`config.mk`:
```
export PLATFORM = sky130hd
export DESIGN_NAME = matmul_top
export DESIGN_NICKNAME = d
export VERILOG_FILES = /design/src/verilog/matmul_data_pkg.sv /design/src/verilog/matmul_ctrl_pkg.sv /design/src/verilog/matrix_bank.sv /design/src/verilog/dot_product_pipe.sv /design/src/verilog/matmul_sequencer.sv /design/src/verilog/matmul_top.sv
export VERILOG_INCLUDE_DIRS = /design/src /design/src/verilog
export SDC_FILE = /design/constraint.sdc
export NUM_CORES = 1
export LEC_CHECK = 0
export BUFFER_PORTS_ARGS = -buffer_cell sky130_fd_sc_hd__buf_2
export CAP_MARGIN = 10
export CORE_ASPECT_RATIO = 0.8
export CORE_MARGIN = 8
export CORE_UTILIZATION = 60
export CTS_CLUSTER_DIAMETER = 40
export DETAILED_ROUTE_END_ITERATION = 10
export GPL_TIMING_DRIVEN = 0
export HOLD_SLACK_MARGIN = 0.1
export PLACE_DENSITY = 0.86
export SLEW_MARGIN = 20
export SYNTH_ARGS = -nofsm -noshare
export SYNTH_HDL_FRONTEND = slang
export SYNTH_SLANG_ARGS = --single-unit
export TNS_END_PERCENT = 100
```
`constraint.sdc`:
```
create_clock -name clk -period 27.9 [get_ports clk]
set_input_delay 0 -clock clk [delete_from_list [all_inputs] [get_ports clk]]
set_output_delay 0 -clock clk [all_outputs]
set_load 0.03 [all_outputs]
```
`src/verilog/matmul_macros.svh`:
```
`ifndef MATMUL_MACROS_SVH
`define MATMUL_MACROS_SVH

// width of one unsigned operand element
`define MATMUL_ELEM_W 5

// rows and columns of every matrix
`define MATMUL_DIM 3
`define MATMUL_CELLS 9

// 3 * 31 * 31 = 2883 needs 12 bits
`define MATMUL_ACC_W 12

`endif

```
`src/verilog/matmul_data_pkg.sv`:
```
`include "matmul_macros.svh"

package matmul_data_pkg;

    // one operand element of A or B
    typedef logic [`MATMUL_ELEM_W-1:0] elem_t;

    // one result element of C, wide enough for a full dot product
    typedef logic [`MATMUL_ACC_W-1:0] acc_t;

    // cell k holds row k / 3 and column k % 3
    typedef elem_t elem_mat_t [`MATMUL_CELLS];
    typedef acc_t acc_mat_t [`MATMUL_CELLS];

endpackage

```
`src/verilog/matmul_ctrl_pkg.sv`:
```
`include "matmul_macros.svh"

package matmul_ctrl_pkg;

    // index of one result cell, 0 to 8
    typedef logic [$clog2(`MATMUL_CELLS)-1:0] cell_idx_t;

    typedef enum logic [1:0] {
        seq_idle,
        seq_issue,
        seq_drain
    } seq_state_t;

endpackage

```
`src/verilog/matrix_bank.sv`:
```
`timescale 1ns/100ps

`include "matmul_macros.svh"

module matrix_bank #(
    parameter type cell_t = logic
) (
    input  logic                     clk,
    input  logic                     arst_n,
    input  logic [`MATMUL_CELLS-1:0] wr_mask,
    input  cell_t                    d [`MATMUL_CELLS],
    output cell_t                    q [`MATMUL_CELLS]
);

    // every cell loads on its own mask bit, the others hold
    always_ff @(posedge clk or negedge arst_n) begin
        if (!arst_n) begin
            for (int k = 0; k < `MATMUL_CELLS; k++) begin
                q[k] <= '0;
            end
        end else begin
            for (int k = 0; k < `MATMUL_CELLS; k++) begin
                if (wr_mask[k]) begin
                    q[k] <= d[k];
                end
            end
        end
    end

endmodule

```
`src/verilog/dot_product_pipe.sv`:
```
`timescale 1ns/100ps

`include "matmul_macros.svh"

module dot_product_pipe (
    input  logic                       clk,
    input  logic                       arst_n,
    input  matmul_data_pkg::elem_mat_t a_mat,
    input  matmul_data_pkg::elem_mat_t b_mat,
    input  logic                       issue_valid,
    input  matmul_ctrl_pkg::cell_idx_t issue_idx,
    output logic                       res_valid,
    output matmul_ctrl_pkg::cell_idx_t res_idx,
    output matmul_data_pkg::acc_t      res_data
);

    matmul_ctrl_pkg::cell_idx_t row;
    matmul_ctrl_pkg::cell_idx_t col;

    logic [2*`MATMUL_ELEM_W-1:0] prod_q [`MATMUL_DIM];
    logic                        s1_valid;
    matmul_ctrl_pkg::cell_idx_t  s1_idx;

    matmul_data_pkg::acc_t sum;

    // result cell k is row k / 3 of A times column k % 3 of B
    assign row = matmul_ctrl_pkg::cell_idx_t'(issue_idx / `MATMUL_DIM);
    assign col = matmul_ctrl_pkg::cell_idx_t'(issue_idx % `MATMUL_DIM);

    always_ff @(posedge clk or negedge arst_n) begin
        if (!arst_n) begin
            s1_valid <= 1'b0;
        end else begin
            s1_valid <= issue_valid;
        end
    end

    // stage one holds the three partial products of the issued cell
    always_ff @(posedge clk) begin
        if (issue_valid) begin
            s1_idx <= issue_idx;
            for (int j = 0; j < `MATMUL_DIM; j++) begin
                prod_q[j] <= a_mat[row*`MATMUL_DIM + j] * b_mat[j*`MATMUL_DIM + col];
            end
        end
    end

    // products are zero extended before the add so the sum cannot wrap
    always_comb begin
        sum = '0;
        for (int j = 0; j < `MATMUL_DIM; j++) begin
            sum = sum + matmul_data_pkg::acc_t'(prod_q[j]);
        end
    end

    always_ff @(posedge clk or negedge arst_n) begin
        if (!arst_n) begin
            res_valid <= 1'b0;
        end else begin
            res_valid <= s1_valid;
        end
    end

    // stage two holds the finished element and where it goes
    always_ff @(posedge clk) begin
        if (s1_valid) begin
            res_idx  <= s1_idx;
            res_data <= sum;
        end
    end

endmodule

```
`src/verilog/matmul_sequencer.sv`:
```
`timescale 1ns/100ps

`include "matmul_macros.svh"

module matmul_sequencer (
    input  logic                       clk,
    input  logic                       arst_n,
    input  logic                       start,
    input  logic                       res_valid,
    input  matmul_ctrl_pkg::cell_idx_t res_idx,
    output logic                       issue_valid,
    output matmul_ctrl_pkg::cell_idx_t issue_idx,
    output logic                       busy,
    output logic                       done
);

    matmul_ctrl_pkg::seq_state_t state;
    matmul_ctrl_pkg::cell_idx_t  cnt;
    logic                        last_seen;

    always_ff @(posedge clk or negedge arst_n) begin
        if (!arst_n) begin
            state       <= matmul_ctrl_pkg::seq_idle;
            cnt         <= '0;
            issue_valid <= 1'b0;
            issue_idx   <= '0;
            last_seen   <= 1'b0;
            done        <= 1'b0;
        end else begin
            done <= 1'b0;
            case (state)
                matmul_ctrl_pkg::seq_idle: begin
                    // start only counts here, so a pulse while busy is dropped
                    if (start) begin
                        state <= matmul_ctrl_pkg::seq_issue;
                        cnt   <= '0;
                    end
                end
                matmul_ctrl_pkg::seq_issue: begin
                    issue_valid <= 1'b1;
                    issue_idx   <= cnt;
                    cnt         <= cnt + 1'b1;
                    if (cnt == matmul_ctrl_pkg::cell_idx_t'(`MATMUL_CELLS - 1)) begin
                        state <= matmul_ctrl_pkg::seq_drain;
                    end
                end
                matmul_ctrl_pkg::seq_drain: begin
                    issue_valid <= 1'b0;
                    // the last cell lands in C on the edge that sets last_seen
                    if (last_seen) begin
                        last_seen <= 1'b0;
                        done      <= 1'b1;
                        state     <= matmul_ctrl_pkg::seq_idle;
                    end else if (res_valid &&
                                 res_idx == matmul_ctrl_pkg::cell_idx_t'(`MATMUL_CELLS - 1)) begin
                        last_seen <= 1'b1;
                    end
                end
                default: begin
                    state <= matmul_ctrl_pkg::seq_idle;
                end
            endcase
        end
    end

    assign busy = (state != matmul_ctrl_pkg::seq_idle);

endmodule

```
`src/verilog/matmul_top.sv`:
```
`timescale 1ns/100ps

`include "matmul_macros.svh"

module matmul_top (
    input  logic                       clk,
    input  logic                       arst_n,
    input  logic [`MATMUL_CELLS-1:0]   a_wr_mask,
    input  logic [`MATMUL_CELLS-1:0]   b_wr_mask,
    input  matmul_data_pkg::elem_mat_t a_in,
    input  matmul_data_pkg::elem_mat_t b_in,
    input  logic                       start,
    output logic                       busy,
    output logic                       done,
    output matmul_data_pkg::acc_mat_t  c_out
);

    matmul_data_pkg::elem_mat_t a_q;
    matmul_data_pkg::elem_mat_t b_q;
    matmul_data_pkg::acc_mat_t  c_d;
    logic [`MATMUL_CELLS-1:0]   c_wr_mask;

    logic                       issue_valid;
    matmul_ctrl_pkg::cell_idx_t issue_idx;
    logic                       res_valid;
    matmul_ctrl_pkg::cell_idx_t res_idx;
    matmul_data_pkg::acc_t      res_data;

    matrix_bank #(
        .cell_t (matmul_data_pkg::elem_t)
    ) a_bank (
        .clk     (clk),
        .arst_n  (arst_n),
        .wr_mask (a_wr_mask),
        .d       (a_in),
        .q       (a_q)
    );

    matrix_bank #(
        .cell_t (matmul_data_pkg::elem_t)
    ) b_bank (
        .clk     (clk),
        .arst_n  (arst_n),
        .wr_mask (b_wr_mask),
        .d       (b_in),
        .q       (b_q)
    );

    matmul_sequencer u_sequencer (
        .clk         (clk),
        .arst_n      (arst_n),
        .start       (start),
        .res_valid   (res_valid),
        .res_idx     (res_idx),
        .issue_valid (issue_valid),
        .issue_idx   (issue_idx),
        .busy        (busy),
        .done        (done)
    );

    dot_product_pipe u_pipe (
        .clk         (clk),
        .arst_n      (arst_n),
        .a_mat       (a_q),
        .b_mat       (b_q),
        .issue_valid (issue_valid),
        .issue_idx   (issue_idx),
        .res_valid   (res_valid),
        .res_idx     (res_idx),
        .res_data    (res_data)
    );

    // one result per cycle, so only the addressed cell of C opens
    always_comb begin
        c_wr_mask = '0;
        if (res_valid) begin
            c_wr_mask[res_idx] = 1'b1;
        end
    end

    always_comb begin
        for (int k = 0; k < `MATMUL_CELLS; k++) begin
            c_d[k] = res_data;
        end
    end

    matrix_bank #(
        .cell_t (matmul_data_pkg::acc_t)
    ) c_bank (
        .clk     (clk),
        .arst_n  (arst_n),
        .wr_mask (c_wr_mask),
        .d       (c_d),
        .q       (c_out)
    );

endmodule

```
==> results.cfg <==
[status]
status = finished clean

[critical_path]
path_depth = 35
critical_path.slowest_cell = a221oi_1
critical_path.most_common_cell = ha_1
reg2reg_setup_slack_ns = 16.92
cp.buffers_inverters = 10
critPathTopFamily = adder cells
crit_arrival_ns = 11.24
critPathMaxStageDelay_ns = 0.85
worstPathMaxFanout = 11
required_ns = 28.16
worstSetupPathType = reg -> reg
worstRegToRegCells = 35
crit_path_end_kind = flip-flop
startpoint_type = flip-flop

[synthesis]
yosysSeqAreaShare = 0.432
synthTopCellsByArea = dfrtp_1 (34%), mux2_2 (15%), edfxtp_1 (9.5%), ha_1 (6.9%), mux4_2 (5.0%)
synth_fp_nets = 1509
syn-cell-area_mm2 = 0.0158
ys_types = 74
yosys_warnings = 0
synthFlopType = dfrtp_1
post-synth-top-area-cell = dfrtp_1
synth_enable_flop_cells = 50
ys_ff_latch = 263
syn_inst = 1281
async_flop_share = 0.810
avgSynthCellArea_um2 = 12.3
netlist.area_leader.share = 0.337

[die]
die_x_um = 197
die_y_um = 161
num_rows = 53
io-pin-count = 221
die-area_mm2 = 0.0318
initial_utilization = 0.607
coreArea_mm2 = 0.0261

[timing]
setup_violations = 0
finClkSkew_ns = 0.0191
slew_violations = 0
relSlewSlack = 0.340
period_share = 0.394
tns_ns = 0
rsz0062_at_grt = false
max_slew.worst_pin.slew_ns = 0.990
fmaxAchievable_ghz = 0.0910
timing.final.hold_violations = 0
fin_crit_ns = 10.98

[global_routing]
grt_pass1_vias = 13900
met3_usage = 0.0788
grt_max_degree = 97
grt_pass1_wl_mm = 77.3
busiest_layer = met2
grtUsageMet1 = 0.371
grt_antenna_before_repair = 2
overflow = 0
grtUsageTotal = 0.306
grtUsageMet2 = 0.521

[clock_tree]
clk_pin_slew_worst_paths_ns = 0.06
clkLatencyLatePin_ns = 0.52
numCtsBuffers = 34
cts_tree = yes
cts_root_buffer = clkbuf_16
clockBufferDepth = 3
cts_sinks = 263
cts_hold_buf = 184
htreeDepth = 2
post-cts-setup-buffer-count = 0
post_cts_resized = 0

[routing]
detail-route-antenna-nets = 0
route.detailed.drc = 0
wl_mm = 49.2
vias_per_cell = 6.18
routedWlPerCell_um = 23.3
firstDrtPassIters = 9
vias = 13000
drt_iter0_markers = 1387

[placement]
gp_congestion = 0.932
hpwlAfterDp_mm = 32.3
io_buffers = 220

[layout]
nets = 1951
drive_gt1_frac = 0.321
area_growth_pct = 29.1

[worst_hold_path]
hp-class = in -> reg
whs_path_depth = 3

[run]
cap_violations = 0
[cells in the final DEF (no fill, tap or decap), types with 37 or more instances in the layout]
cell type,instances
a21oi_1,57
buf_2,226
dfrtp_1,212
dlygate4sd3_1,183
edfxtp_1,50
ha_1,87
inv_1,65
mux2_2,208
mux2i_1,43
nand2_1,60
nand3_1,37
nor2_1,39
[cells by family (layout without fill, tap and decap cells)]
family / Yosys count / after routing / share of synthesized area
fa+ha+maj: 117 / 117 / 0.107
other cells: 0 / 1 / 0
mux: 287 / 287 / 0.226
simple gates: 252 / 252 / 0.0833
compound gates: 213 / 213 / 0.101
flops: 263 / 263 / 0.432
xor+xnor: 40 / 40 / 0.0226
buf+inv: 109 / 577 / 0.0282
[final cells by class]
cell class	instances	area, um2
fillers	1488	5650
well taps	357	447
flip-flops and latches	263	6830
clock inverters	22	233
multi-input cells	909	8530
inverters	67	256
diodes	1	2.50
plain buffers	42	189
repair buffers	406	3020
clock buffers	40	905
[cells in the mapped netlist (6+ instances only)]
library cell	count
nand2b_1	9
o21a_1	6
xnor2_1	28
dfrtp_1	213
clkbuf_1	28
a311oi_1	10
nand3_1	37
fa_1	30
or3_1	11
o31ai_1	6
mux4_2	35
and3_1	9
nor3b_1	9
o21bai_1	12
nand3b_1	6
mux2_2	208
buf_2	7
ha_1	87
nand2_1	60
a21bo_2	6
o221ai_1	10
a22oi_1	19
o21ai_0	21
a21oi_1	57
nand4_1	7
xor2_1	11
mux2i_1	43
nor2_1	39
nor3_1	30
inv_1	65
edfxtp_1	50
nor2b_1	11
a21o_1	19
[stage by stage]
step           hold WS (ns)  utilization  cells  cell area (um2)  setup WS [ns]
2_1_floorplan        -0.296            -   1281            15800          18.94
3_3_place_gp          0.230        0.666   1858            17400          17.42
3_5_place_dp        -0.0885        0.669   1860            17400          17.16
4_1_cts               0.329        0.783   2106            20400          17.15
5_1_grt               0.364        0.783   2107            20400          16.12
6_report              0.355        0.783   2107            20400          16.92
[worst register-to-register path: cells and delay by family, from the launching register on]
kind | cells | cell delay, ns
adder cells (fa/ha/maj) | 9 | 3.55
AO/OA/AOI/OAI | 7 | 2.24
flip-flops | 1 | 0.50
AND/OR/NAND/NOR | 7 | 1.40
multiplexers | 1 | 0.18
buffers and inverters | 10 | 2.71
XOR/XNOR | 1 | 0.16
[registers in the layout, summed over array words and instances, names as in the netlist, 2 cells and up]
signal,flops
b_bank.q,45
u_sequencer.state,2
u_sequencer.issue_idx,4
u_sequencer.cnt,4
u_pipe.res_data,12
c_bank.q,108
u_pipe.prod_q,30
u_pipe.s1_idx,4
a_bank.q,45
u_pipe.res_idx,4
[per-layer routing]
layer / part of all wire / wire length [um]
met5: 0.00026 / 13
met4: 0.035 / 1710
met3: 0.10 / 4890
met2: 0.48 / 23700
met1: 0.38 / 18900
[final timing paths]
path | from | to
min | b_wr_mask[5] | b_bank.q[15]$_DFFE_PN0P_
min reg2reg | u_pipe.s1_idx[3]$_DFFE_PP_ | u_pipe.res_idx[3]$_DFFE_PP_
max reg2reg | u_sequencer.issue_idx[2]$_DFFE_PN0P_ | u_pipe.prod_q[0][29]$_DFFE_PP_
max | u_sequencer.issue_idx[2]$_DFFE_PN0P_ | u_pipe.prod_q[0][29]$_DFFE_PP_
min in group asynchronous | arst_n | c_bank.q[11]$_DFFE_PN0P_
max in group asynchronous | arst_n | a_bank.q[19]$_DFFE_PN0P_
Power is not shown: default switching activity piles up to over one toggle a cycle in this logic, so the estimate is an artifact.
